===== src/source/strm_pkg.sv =====
////////////////////////////////////////////////////////////////////////////
// strm_pkg
// shared widths, types, FSM states and register map of the load streamer
////////////////////////////////////////////////////////////////////////////

package strm_pkg;

  // data path widths
  localparam int unsigned ADDR_W   = 32;
  localparam int unsigned LEN_W    = 16;
  localparam int unsigned STREAM_W = 32;
  localparam int unsigned MEM_W    = STREAM_W + 32; // extra word for unaligned reads

  typedef logic [ADDR_W-1:0]   addr_t;        // byte address
  typedef logic [LEN_W-1:0]    len_t;         // words per job
  typedef logic [STREAM_W-1:0] stream_data_t;
  typedef logic [MEM_W-1:0]    mem_data_t;
  typedef logic [1:0]          offset_t;      // byte offset inside aligned word

  // job sequencing
  typedef enum logic [1:0] {
    STRM_IDLE     = 2'd0,
    STRM_WORKING  = 2'd1, // requests still being issued
    STRM_DRAINING = 2'd2  // waiting for the last words to leave
  } streamer_state_t;

  // configuration register map
  typedef logic [1:0] cfg_addr_t;

  localparam cfg_addr_t REG_BASE   = 2'd0;
  localparam cfg_addr_t REG_STRIDE = 2'd1;
  localparam cfg_addr_t REG_LENGTH = 2'd2;
  localparam cfg_addr_t REG_CTRL   = 2'd3; // wr bit0 start, rd {done_seen, busy}

  // status bit positions in REG_CTRL
  localparam int unsigned CTRL_START_BIT = 0;
  localparam int unsigned CTRL_BUSY_BIT  = 0;
  localparam int unsigned CTRL_DONE_BIT  = 1;

endpackage


===== src/source/strm_addrgen.sv =====
////////////////////////////////////////////////////////////////////////////
// strm_addrgen
// strided address generator: offers base + k*stride for k = 0..length-1
// and flags when the whole pattern has been accepted
////////////////////////////////////////////////////////////////////////////

`timescale 1ns/1ps

module strm_addrgen import strm_pkg::*; (
  input  logic  clk_i,
  input  logic  rst_ni,
  input  logic  start_i,
  input  addr_t base_i,
  input  addr_t stride_i,
  input  len_t  length_i,
  output logic  addr_valid_o,
  output addr_t addr_o,
  input  logic  addr_ready_i,
  output logic  exhausted_o
);

  logic  active_q;    // addresses still to offer
  logic  exhausted_q;
  addr_t addr_q;      // running byte address
  addr_t stride_q;
  len_t  idx_q;       // index of the offered address
  len_t  len_q;
  logic  accept;
  logic  last;

  assign accept = active_q & addr_ready_i;
  assign last   = (idx_q == len_q - len_t'(1)); // final address of the job

  assign addr_valid_o = active_q;
  assign addr_o       = addr_q;
  assign exhausted_o  = exhausted_q;

  always_ff @(posedge clk_i or negedge rst_ni) begin
    if (!rst_ni) begin
      active_q    <= 1'b0;
      exhausted_q <= 1'b1; // nothing pending out of reset
    end else if (start_i) begin
      active_q    <= (length_i != '0);
      exhausted_q <= (length_i == '0); // empty job is done at once
    end else if (accept && last) begin
      active_q    <= 1'b0;
      exhausted_q <= 1'b1;
    end
  end

  always_ff @(posedge clk_i) begin
    if (start_i) begin
      addr_q   <= base_i;
      stride_q <= stride_i;
      len_q    <= length_i;
      idx_q    <= '0;
    end else if (accept) begin
      addr_q <= addr_q + stride_q; // next element
      idx_q  <= idx_q + len_t'(1);
    end
  end

endmodule


===== src/source/strm_cfg_regs.sv =====
////////////////////////////////////////////////////////////////////////////
// strm_cfg_regs
// job configuration registers and status readback for the source,
// generates the start pulse while the source is ready
////////////////////////////////////////////////////////////////////////////

`timescale 1ns/1ps

module strm_cfg_regs import strm_pkg::*; (
  input  logic        clk_i,
  input  logic        rst_ni,
  input  logic        cfg_we_i,
  input  cfg_addr_t   cfg_addr_i,
  input  logic [31:0] cfg_wdata_i,
  output logic [31:0] cfg_rdata_o,
  output addr_t       base_o,
  output addr_t       stride_o,
  output len_t        length_o,
  output logic        start_o,
  input  logic        ready_start_i,
  input  logic        busy_i,
  input  logic        done_i
);

  addr_t base_q;
  addr_t stride_q;
  len_t  length_q;
  logic  start_q;
  logic  done_seen_q; // sticky until next ctrl write
  logic  ctrl_wr;

  assign ctrl_wr = cfg_we_i & (cfg_addr_i == REG_CTRL);

  always_ff @(posedge clk_i or negedge rst_ni) begin
    if (!rst_ni) begin
      base_q      <= '0;
      stride_q    <= '0;
      length_q    <= '0;
      start_q     <= 1'b0;
      done_seen_q <= 1'b0;
    end else begin
      if (cfg_we_i && cfg_addr_i == REG_BASE)   base_q   <= cfg_wdata_i;
      if (cfg_we_i && cfg_addr_i == REG_STRIDE) stride_q <= cfg_wdata_i;
      if (cfg_we_i && cfg_addr_i == REG_LENGTH) length_q <= cfg_wdata_i[15:0];
      // start dropped if source still busy
      start_q <= ctrl_wr & cfg_wdata_i[CTRL_START_BIT] & ready_start_i;
      if (done_i)       done_seen_q <= 1'b1; // set wins over clear
      else if (ctrl_wr) done_seen_q <= 1'b0;
    end
  end

  // readback mux
  always_comb begin
    cfg_rdata_o = '0;
    case (cfg_addr_i)
      REG_BASE:   cfg_rdata_o = base_q;
      REG_STRIDE: cfg_rdata_o = stride_q;
      REG_LENGTH: cfg_rdata_o = {16'b0, length_q};
      default: begin // REG_CTRL status
        cfg_rdata_o[CTRL_BUSY_BIT] = busy_i;
        cfg_rdata_o[CTRL_DONE_BIT] = done_seen_q;
      end
    endcase
  end

  assign base_o   = base_q;
  assign stride_o = stride_q;
  assign length_o = length_q;
  assign start_o  = start_q;

endmodule


===== src/source/strm_fifo.sv =====
////////////////////////////////////////////////////////////////////////////
// strm_fifo
// synchronous circular-buffer FIFO, payload type set by parameter,
// with full and empty flags and a synchronous clear
////////////////////////////////////////////////////////////////////////////

`timescale 1ns/1ps

module strm_fifo #(
  parameter type         item_t = logic [31:0],
  parameter int unsigned DEPTH  = 4
) (
  input  logic  clk_i,
  input  logic  rst_ni,
  input  logic  clear_i,
  input  logic  push_valid_i,
  input  item_t push_data_i,
  input  logic  pop_ready_i,
  output logic  pop_valid_o,
  output item_t pop_data_o,
  output logic  full_o,
  output logic  empty_o
);

  localparam int unsigned PTR_W = (DEPTH > 1) ? $clog2(DEPTH) : 1;
  localparam int unsigned OCC_W = $clog2(DEPTH + 1);

  item_t            mem_q [DEPTH];
  logic [PTR_W-1:0] wr_ptr_q;
  logic [PTR_W-1:0] rd_ptr_q;
  logic [OCC_W-1:0] count_q;
  logic             push;
  logic             pop;

  assign full_o      = (count_q == OCC_W'(DEPTH));
  assign empty_o     = (count_q == '0);
  assign pop_valid_o = ~empty_o;
  assign pop_data_o  = mem_q[rd_ptr_q]; // head of queue

  assign push = push_valid_i & ~full_o; // qualified handshakes
  assign pop  = pop_ready_i & ~empty_o;

  always_ff @(posedge clk_i or negedge rst_ni) begin
    if (!rst_ni) begin
      wr_ptr_q <= '0;
      rd_ptr_q <= '0;
      count_q  <= '0;
    end else if (clear_i) begin
      wr_ptr_q <= '0;
      rd_ptr_q <= '0;
      count_q  <= '0;
    end else begin
      if (push) wr_ptr_q <= (wr_ptr_q == PTR_W'(DEPTH - 1)) ? '0 : wr_ptr_q + 1'b1;
      if (pop)  rd_ptr_q <= (rd_ptr_q == PTR_W'(DEPTH - 1)) ? '0 : rd_ptr_q + 1'b1;
      count_q <= count_q + OCC_W'(push) - OCC_W'(pop);
    end
  end

  // storage, no reset
  always_ff @(posedge clk_i) begin
    if (push) mem_q[wr_ptr_q] <= push_data_i;
  end

  // upstream must respect full, nothing may be dropped
  a_no_push_when_full : assert property (@(posedge clk_i) disable iff (!rst_ni)
    !(push_valid_i && full_o))
    else $error("strm_fifo: push while full");

endmodule


===== src/source/strm_source.sv =====
////////////////////////////////////////////////////////////////////////////
// strm_source
// load source streamer: issues word-aligned reads with credit flow
// control, realigns the 64-bit responses to the requested byte offset
// and emits them as a valid/ready stream, ends the job after the last
// word has left
////////////////////////////////////////////////////////////////////////////

`timescale 1ns/1ps

module strm_source import strm_pkg::*; #(
  parameter int unsigned RESP_DEPTH = 4,
  parameter int unsigned CNT_W      = 16
) (
  input  logic         clk_i,
  input  logic         rst_ni,
  input  logic         start_i,
  input  addr_t        base_i,
  input  addr_t        stride_i,
  input  len_t         length_i,
  output logic         ready_start_o,
  output logic         busy_o,
  output logic         done_o,
  output logic         mem_req_o,
  output addr_t        mem_addr_o,
  input  logic         mem_gnt_i,
  input  logic         mem_rvalid_i,
  input  mem_data_t    mem_rdata_i,
  output logic         out_valid_o,
  output stream_data_t out_data_o,
  input  logic         out_ready_i
);

  localparam int unsigned CRED_W = $clog2(RESP_DEPTH + 1);

  streamer_state_t  state_q, state_d;
  logic             job_start;   // start taken in idle
  logic             ag_valid;
  addr_t            ag_addr;
  logic             ag_exhausted;
  logic             req_accept;
  logic [CRED_W-1:0] credit_q;   // free response FIFO slots
  logic             out_fire;
  logic [CNT_W-1:0] out_cnt_q;
  len_t             job_len_q;
  logic             cnt_reached;
  offset_t          off_head;
  logic             off_empty;
  logic             off_full;
  stream_data_t     rdata_aligned;
  logic             resp_full;

  assign job_start     = start_i & (state_q == STRM_IDLE);
  assign ready_start_o = (state_q == STRM_IDLE);
  assign busy_o        = (state_q != STRM_IDLE);

  strm_addrgen i_addrgen (
    .clk_i        ( clk_i        ),
    .rst_ni       ( rst_ni       ),
    .start_i      ( job_start    ),
    .base_i       ( base_i       ),
    .stride_i     ( stride_i     ),
    .length_i     ( length_i     ),
    .addr_valid_o ( ag_valid     ),
    .addr_o       ( ag_addr      ),
    .addr_ready_i ( req_accept   ),
    .exhausted_o  ( ag_exhausted )
  );

  // request only while holding a credit
  assign mem_req_o  = (state_q == STRM_WORKING) & ag_valid & (credit_q != '0);
  assign mem_addr_o = {ag_addr[31:2], 2'b00};
  assign req_accept = mem_req_o & mem_gnt_i;

  // low address bits of every outstanding request, in order
  strm_fifo #(
    .item_t ( offset_t   ),
    .DEPTH  ( RESP_DEPTH )
  ) i_offset_fifo (
    .clk_i        ( clk_i        ),
    .rst_ni       ( rst_ni       ),
    .clear_i      ( job_start    ),
    .push_valid_i ( req_accept   ),
    .push_data_i  ( ag_addr[1:0] ),
    .pop_ready_i  ( mem_rvalid_i ),
    .pop_valid_o  (              ),
    .pop_data_o   ( off_head     ),
    .full_o       ( off_full     ),
    .empty_o      ( off_empty    )
  );

  // little endian bytes off..off+3 of the wide word
  assign rdata_aligned = mem_rdata_i[{off_head, 3'b000} +: 32];

  strm_fifo #(
    .item_t ( stream_data_t ),
    .DEPTH  ( RESP_DEPTH    )
  ) i_resp_fifo (
    .clk_i        ( clk_i         ),
    .rst_ni       ( rst_ni        ),
    .clear_i      ( job_start     ),
    .push_valid_i ( mem_rvalid_i  ),
    .push_data_i  ( rdata_aligned ),
    .pop_ready_i  ( out_ready_i   ),
    .pop_valid_o  ( out_valid_o   ),
    .pop_data_o   ( out_data_o    ),
    .full_o       ( resp_full     ),
    .empty_o      (               )
  );

  assign out_fire = out_valid_o & out_ready_i;

  // spend on grant, return when a word leaves
  always_ff @(posedge clk_i or negedge rst_ni) begin
    if (!rst_ni) credit_q <= CRED_W'(RESP_DEPTH);
    else         credit_q <= credit_q - CRED_W'(req_accept) + CRED_W'(out_fire);
  end

  // delivered words of the current job
  always_ff @(posedge clk_i or negedge rst_ni) begin
    if (!rst_ni)        out_cnt_q <= '0;
    else if (job_start) out_cnt_q <= '0;
    else if (out_fire)  out_cnt_q <= out_cnt_q + 1'b1;
  end

  always_ff @(posedge clk_i) begin
    if (job_start) job_len_q <= length_i;
  end

  assign cnt_reached = (out_cnt_q == CNT_W'(job_len_q));

  always_comb begin
    state_d = state_q;
    done_o  = 1'b0;
    case (state_q)
      STRM_IDLE:    if (start_i) state_d = STRM_WORKING;
      STRM_WORKING: if (ag_exhausted) state_d = STRM_DRAINING; // all requests out
      STRM_DRAINING: begin
        if (ag_exhausted && cnt_reached) begin
          state_d = STRM_IDLE;
          done_o  = 1'b1;
        end
      end
      default: state_d = STRM_IDLE;
    endcase
  end

  always_ff @(posedge clk_i or negedge rst_ni) begin
    if (!rst_ni) state_q <= STRM_IDLE;
    else         state_q <= state_d;
  end

  // every response needs a matching outstanding request
  a_rvalid_has_offset : assert property (@(posedge clk_i) disable iff (!rst_ni)
    !(mem_rvalid_i && off_empty))
    else $error("strm_source: response without outstanding request");

  // credits plus occupied slots never exceed the FIFO size
  a_credit_bound : assert property (@(posedge clk_i) disable iff (!rst_ni)
    (credit_q <= CRED_W'(RESP_DEPTH)) &&
    !((resp_full || off_full) && credit_q != '0))
    else $error("strm_source: credit count out of range");

endmodule


===== src/source/strm_top.sv =====
////////////////////////////////////////////////////////////////////////////
// strm_top
// load streamer top level: configuration registers plus source
////////////////////////////////////////////////////////////////////////////

`timescale 1ns/1ps

module strm_top import strm_pkg::*; #(
  parameter int unsigned RESP_DEPTH = 4,
  parameter int unsigned CNT_W      = 16
) (
  input  logic         clk_i,
  input  logic         rst_ni,
  input  logic         cfg_we_i,
  input  cfg_addr_t    cfg_addr_i,
  input  logic [31:0]  cfg_wdata_i,
  output logic [31:0]  cfg_rdata_o,
  output logic         mem_req_o,
  output addr_t        mem_addr_o,
  input  logic         mem_gnt_i,
  input  logic         mem_rvalid_i,
  input  mem_data_t    mem_rdata_i,
  output logic         out_valid_o,
  output stream_data_t out_data_o,
  input  logic         out_ready_i
);

  addr_t base;
  addr_t stride;
  len_t  length;
  logic  start;        // one-cycle pulse
  logic  ready_start;
  logic  busy;
  logic  done;

  strm_cfg_regs i_cfg_regs (
    .clk_i         ( clk_i       ),
    .rst_ni        ( rst_ni      ),
    .cfg_we_i      ( cfg_we_i    ),
    .cfg_addr_i    ( cfg_addr_i  ),
    .cfg_wdata_i   ( cfg_wdata_i ),
    .cfg_rdata_o   ( cfg_rdata_o ),
    .base_o        ( base        ),
    .stride_o      ( stride      ),
    .length_o      ( length      ),
    .start_o       ( start       ),
    .ready_start_i ( ready_start ),
    .busy_i        ( busy        ),
    .done_i        ( done        )
  );

  strm_source #(
    .RESP_DEPTH ( RESP_DEPTH ),
    .CNT_W      ( CNT_W      )
  ) i_source (
    .clk_i         ( clk_i        ),
    .rst_ni        ( rst_ni       ),
    .start_i       ( start        ),
    .base_i        ( base         ),
    .stride_i      ( stride       ),
    .length_i      ( length       ),
    .ready_start_o ( ready_start  ),
    .busy_o        ( busy         ),
    .done_o        ( done         ),
    .mem_req_o     ( mem_req_o    ),
    .mem_addr_o    ( mem_addr_o   ),
    .mem_gnt_i     ( mem_gnt_i    ),
    .mem_rvalid_i  ( mem_rvalid_i ),
    .mem_rdata_i   ( mem_rdata_i  ),
    .out_valid_o   ( out_valid_o  ),
    .out_data_o    ( out_data_o   ),
    .out_ready_i   ( out_ready_i  )
  );

endmodule


===== config.mk =====
export PLATFORM = sky130hd
export DESIGN_NAME = strm_top
export DESIGN_NICKNAME = d
export VERILOG_FILES = /design/src/source/strm_pkg.sv /design/src/source/strm_addrgen.sv /design/src/source/strm_cfg_regs.sv /design/src/source/strm_fifo.sv /design/src/source/strm_source.sv /design/src/source/strm_top.sv
export SDC_FILE = /design/constraint.sdc
export NUM_CORES = 1
export LEC_CHECK = 0
export BUFFER_PORTS_ARGS = -buffer_cell sky130_fd_sc_hd__buf_2
export CORE_MARGIN = 4
export CORE_UTILIZATION = 53
export CTS_CLUSTER_SIZE = 30
export DETAILED_ROUTE_END_ITERATION = 8
export PLACE_DENSITY = 0.84
export SYNTH_ARGS = -nofsm -noshare
export SYNTH_HDL_FRONTEND = slang
export SYNTH_HIERARCHICAL = 1
export SYNTH_SLANG_ARGS = --single-unit

===== constraint.sdc =====
create_clock -name clk_i -period 3.4 [get_ports clk_i]
set_input_delay 0.51 -clock clk_i [delete_from_list [all_inputs] [get_ports clk_i]]
set_output_delay 0.51 -clock clk_i [all_outputs]
set_load 0.02 [all_outputs]

; Word-level counts from Yosys, hierarchy flattened
; Memory sizes are Yosys's and may differ from the RTL's.
; Cells that the tools add are included.
[classes]
addsub = 14
eq_ne = 16
shift = 1
muxes = 36
n_bitwise = 16
reduce_logical = 21
[ops]
columns = cell, count
row1 = $pmux W30 S3, 1
row2 = $mux W32, 2
row3 = $shiftx A64 B6 Y32, 1
row4 = $add A16 B1 Y16 const B, 2
row5 = $add A32 B32 Y32, 1
row6 = $eq A16 B16 Y1, 2
row7 = $mux W16, 2
row8 = $mux W2, 15
row9 = $logic_not A16 Y1, 1
row10 = $reduce_bool A16 Y1, 1
row11 = $reduce_bool A2 Y1, 8
row12 = $sub A16 B1 Y16 const B, 1
row13 = $eq A2 B2 Y1 const B, 7
row14 = $and A1 B1 Y1, 12
row15 = $mux W1, 12
row16 = $pmux W2 S3, 2
row17 = $add A3 B1 Y3, 3
row18 = $sub A3 B1 Y3, 3
row19 = $add A2 B1 Y2 const B, 4
row20 = $eq A3 B3 Y1 const B, 2
row21 = $logic_not A3 Y1, 2
row22 = $mux W3, 2
row23 = $logic_and A1 B1 Y1, 5
row24 = $eq A2 B1 Y1 const B, 2
row25 = 6 further kinds, 11
[word_totals]
reg_bits = 215
ram_bits = 136
in_bits = 104
out_inout_bits = 98
word_cells = 126
memories = 2
[mem_list]
columns = name, words, width, rd, rd_clocked_by_memory_dff, wr, line_no
row1 = i_source.i_resp_fifo.mem_q, 4, 32, 1, 0, 1, strm_fifo.sv:28  ; item_t mem_q [DEPTH];
row2 = i_source.i_offset_fifo.mem_q, 4, 2, 1, 0, 1, strm_fifo.sv:28

; Longest topological paths before layout
[depth]
word_depth = 8
ltp_mapped = 13
mapped_depth_nobuf = 13

; Hierarchy
; The synthesis kept the hierarchy.
[by_module_without_submodules]
columns = mod, instances, cells_per_inst, area_per_inst_um2, seq_area_each_um2
row1 = strm_addrgen, 1, 566, 5849.4, 2773.9
row2 = strm_fifo (i_source.i_resp_fifo), 1, 218, 5102.4, 4018.9
row3 = strm_cfg_regs, 1, 248, 3668.5, 2052.0
row4 = strm_source, 1, 189, 2513.7, 1007.2
row5 = strm_fifo (i_source.i_offset_fifo), 1, 58, 793.3, 415.4

; Least setup slack after synthesis
; No wires, ideal clock.
[synth_path]
path_type = register -> register
start = register i_source.state_q[1]
end = register i_source.i_addrgen.addr_q[0], in the netlist i_source/i_addrgen/addr_o[0], enable pin
setup_time_ns = 0.389
t_arrival_ns = 3.258
required_time_ns = 3.011
path_slack_ns = -0.247
path_stages_with_launch = 9
n_path_buf = 3
synth_period_minus_slack_ns = 3.647
cell_sequence = dfrtp_1 or2_2 inv_1 and2_1 buf_2 buf_2 inv_1 clkbuf_1 nand2_1
[synth_between]
word_cells_on_any_way = 8
cone_classes = eq/ne (1) / bitwise (5) / reduce/logical (2)
[synth_rtl]
columns = item, line_no
row1 = start: declaration, strm_source.sv:36  ; streamer_state_t state_q, state_d;
row2 = start signal: assignment, strm_source.sv:150  ; else state_q <= state_d;
row3 = $logic_not A2 Y1, n/a
row4 = via ready_start, strm_top.sv:32  ; logic ready_start;
row5 = $and A1 B1 Y1, strm_source.sv:53  ; assign job_start = start_i & (state_q == STRM_IDLE);
row6 = via i_source.job_start, strm_source.sv:37  ; logic job_start;
row7 = $reduce_bool A2 Y1 (no source line), n/a
row8 = end signal: assignment, strm_addrgen.sv:53  ; addr_q <= base_i;
row9 = end signal: assignment, strm_addrgen.sv:58  ; addr_q <= addr_q + stride_q;
row10 = end: declaration, strm_addrgen.sv:24  ; addr_t addr_q;
; The timed path passes the listed nets, and every way through them passes these cells.
; A chain may end at the register's enable or synchronous reset.

; Worst setup path in the final report
[layout_path]
start = register i_source.i_addrgen.addr_q[7], in the netlist i_source/i_addrgen/addr_o[7]
end = register i_source.i_addrgen.addr_q[24], in the netlist i_source/i_addrgen/addr_o[24], data pin
[layout_between]
elab_chain_cells = 3
[layout_lines]
columns = item, line_no
row1 = $add A32 B32 Y32, strm_addrgen.sv:58
row2 = $mux W32, strm_addrgen.sv:57  ; end else if (accept) begin
row3 = $mux W32, strm_addrgen.sv:52  ; if (start_i) begin
; Every way passes these cells. The select of a mux whose other input is x is not followed.

==> results.py <==
metrics = {
    "setup_path": {
        "critPathTopFamily": "compound AO/OA/AOI/OAI gates",
        "crit_chain": "ha_1 -> a21oi_2 -> o211ai_1 -> nor4b_1 -> o311ai_2 -> a211oi_1 -> o21ai_0 -> a31o_1",
        "start_kind": "register",
        "worstReg2RegStart": "i_source/i_addrgen/addr_o[7]",
        "cpMaxStageDelayCell": "nor4b_1",
        "cp.required_ps": 3670,
        "setup.worst_path.end_class": "register",
        "r2r_cells": 8,
        "cp_max_fo": 7,
        "reg2reg_slack_ps": 330,
        "critPathBufInv": 0,
        "cp_data_arrival_time_ps": 3340,
        "crit_type": "register to register",
        "slowest_delay_ps": 610,
        "rr_endpoint": "i_source/i_addrgen/addr_o[24]",
    },
    "floorplanning": {
        "ios": 202,
        "initial_core_util_pct": 53.5,
        "die_w_um": 192,
        "die_h_um": 192,
        "core_mm2": 0.0334,
        "rows": 67,
        "fp.dieArea_mm2": 0.0368,
    },
    "power_and_ir_drop": {
        "seqPwrFrac_pct": 43.0,
        "powerDensity_mw_per_mm2": 725,
        "clkPwrFrac_pct": 29.8,
        "power.internal_uw": 10400,
        "peakVddDrop_uv": 418,
        "combPwrFrac_pct": 27.2,
        "p_sw_share_pct": 30.4,
        "switchingPower_uw": 4550,
        "p_leak_uw": 0.00809,
    },
    "timing": {
        "hold_viol_final": 0,
        "maxSlewViolCount": 0,
        "setup_viol": 0,
        "fin_tns_setup_ps": 0,
        "relSlewSlack_pct": 35.1,
        "worst_pin_slew_ps": 974,
        "rsz0062_at_grt": "false",
        "skew_ps": 18.8,
        "fin_crit_sh_pct": 90.3,
        "fin_crit_ps": 3070,
        "timing.fmax_ghz": 0.326,
    },
    "global_route": {
        "grt_pass1_wl_mm": 62.4,
        "antenna_found_initial": 1,
        "grt_overflow_total": 0,
        "track_usage_pct": 21.4,
        "grt_pass1_vias": 11600,
        "grt_max_degree": 174,
    },
    "drt": {
        "wl_per_cell_um": 20.5,
        "dr_total_vias": 11500,
        "wl_mm": 39.8,
        "firstDrtPassIters": 5,
        "route.detailed.drc": 0,
        "first_iter_violations": 928,
        "drt-vias-per-instance": 5.91,
        "postRouteAntennaNets": 0,
    },
    "clock_network": {
        "postCtsSetupBuffers": 0,
        "tritoncts": "yes",
        "htree_levels": 2,
        "clk_path_buf_depth": 3,
        "clk_latency_ps": 520,
        "clk_pin_slew_ps": 60,
        "cts_made_buffers": 39,
        "clockRootBuffer": "clkbuf_16",
        "cts.repair.resized": 0,
        "cts_num_sinks": 367,
        "cts_hold_buffers": 0,
    },
    "run": {
        "maxCapViolations": 0,
    },
    "final_layout": {
        "synthToLayoutAreaGrowth_pct": 15.4,
        "final_common_cell": "edfxtp_1",
        "drive_gt1_share_pct": 30.9,
        "fin_nets": 1627,
        "final_cell_mix": "edfxtp_1, buf_2, dfrtp_1",
        "final_area_mm2": 0.0207,
        "diodes": 0,
        "fill_cells": 2458,
    },
    "placed_design": {
        "gpl.final_weighted_congestion": 0.881,
        "io_buffers": 191,
        "dp.final_hpwl_mm": 27.5,
        "post_dp_cell_area_mm2": 0.0193,
    },
    "min_path": {
        "hp-class": "primary input to asynchronous set/reset pin",
    },
    "yosys": {
        "ys_warn_count": 6,
        "syn_avg_cell_area_um2": 14.0,
        "synth_cells": 1275,
        "synth_area_mm2": 0.0179,
    },
    "run_status": {
        "status": "completed",
    },
}
## per-stage QoR
stage                     worst slack [ps]  std cells  hold slack, ps  total power [µW]  util [%]
after floorplan                        188       1276             214              9300         -
after global placement                 565       1876             451             10400      57.7
after detailed placement               484       1876             456             10600      57.7
after CTS                              435       1948            81.3             15100      61.8
after global routing                   186       1948             115             15700      61.8
final                                  330       1948            62.0             15000      61.8
## worst max path at each step
stage,slack [ps],start,cells past startpoint,end
floorplan,190,i_source/state_q[1],8,i_source/i_addrgen/addr_o[0]
global placement,560,i_source/i_addrgen/addr_o[0],10,i_source/i_addrgen/addr_o[26]
detailed placement,480,i_source/i_addrgen/addr_o[7],8,i_source/i_addrgen/addr_o[24]
CTS,440,i_source/i_addrgen/addr_o[0],10,i_source/i_addrgen/addr_o[24]
global route,190,i_source/i_addrgen/addr_o[7],8,i_source/i_addrgen/addr_o[24]
finish,330,i_source/i_addrgen/addr_o[7],8,i_source/i_addrgen/addr_o[24]
## final cells by class
cell class,count,area [µm²],share of cell area (%)
clock buffer,48,1020,4.94
clock inverter,24,339,1.64
inverter,34,128,0.618
multi-input combinational,820,7210,34.9
sequential,367,10300,49.7
tap,448,561,2.71
timing repair buffer,207,1130,5.46
## state kept, by name, summed over array words and instances, names as in the netlist, 3 cells and up
signal                          cells
i_source/i_offset_fifo/count_q      3
i_source/i_addrgen/idx_q           16
i_source/i_addrgen/stride_q        32
i_cfg_regs/stride_o                32
i_source/i_resp_fifo/mem_q        128
i_cfg_regs/base_o                  32
i_source/credit_q                   3
i_cfg_regs/length_o                16
i_source/i_resp_fifo/count_q        3
i_source/job_len_q                 16
i_source/i_addrgen/len_q           16
i_source/i_addrgen/addr_o          32
i_source/out_cnt_q                 16
i_source/i_offset_fifo/mem_q        8
## metal layers
metal	wire length, µm	part of all wire (%)	global-route usage (%)
met4	1100	2.8	6.22
met3	3320	8.3	4.38
met5	8	0.020	0
met1	15900	40	28.4
met2	19600	49	36.0
## power by group through the flow
stage | combinational, µW | clock (µW) | sequential (µW)
floorplan | 3000 | 0 | 6300
global placement | 3940 | 0 | 6440
detailed placement | 4080 | 0 | 6520
CTS | 4120 | 4550 | 6440
global route | 4450 | 4750 | 6530
finish | 4080 | 4470 | 6440
## worst register-to-register path, stage by stage, from the launching register on
cell      delay [ps]
edfxtp_1         400
ha_1             440
a21oi_2          120
o211ai_1         200
nor4b_1          610
o311ai_2         250
a211oi_1         440
o21ai_0          130
a31o_1           230
Note: power is estimated with default switching activity, not from simulation.
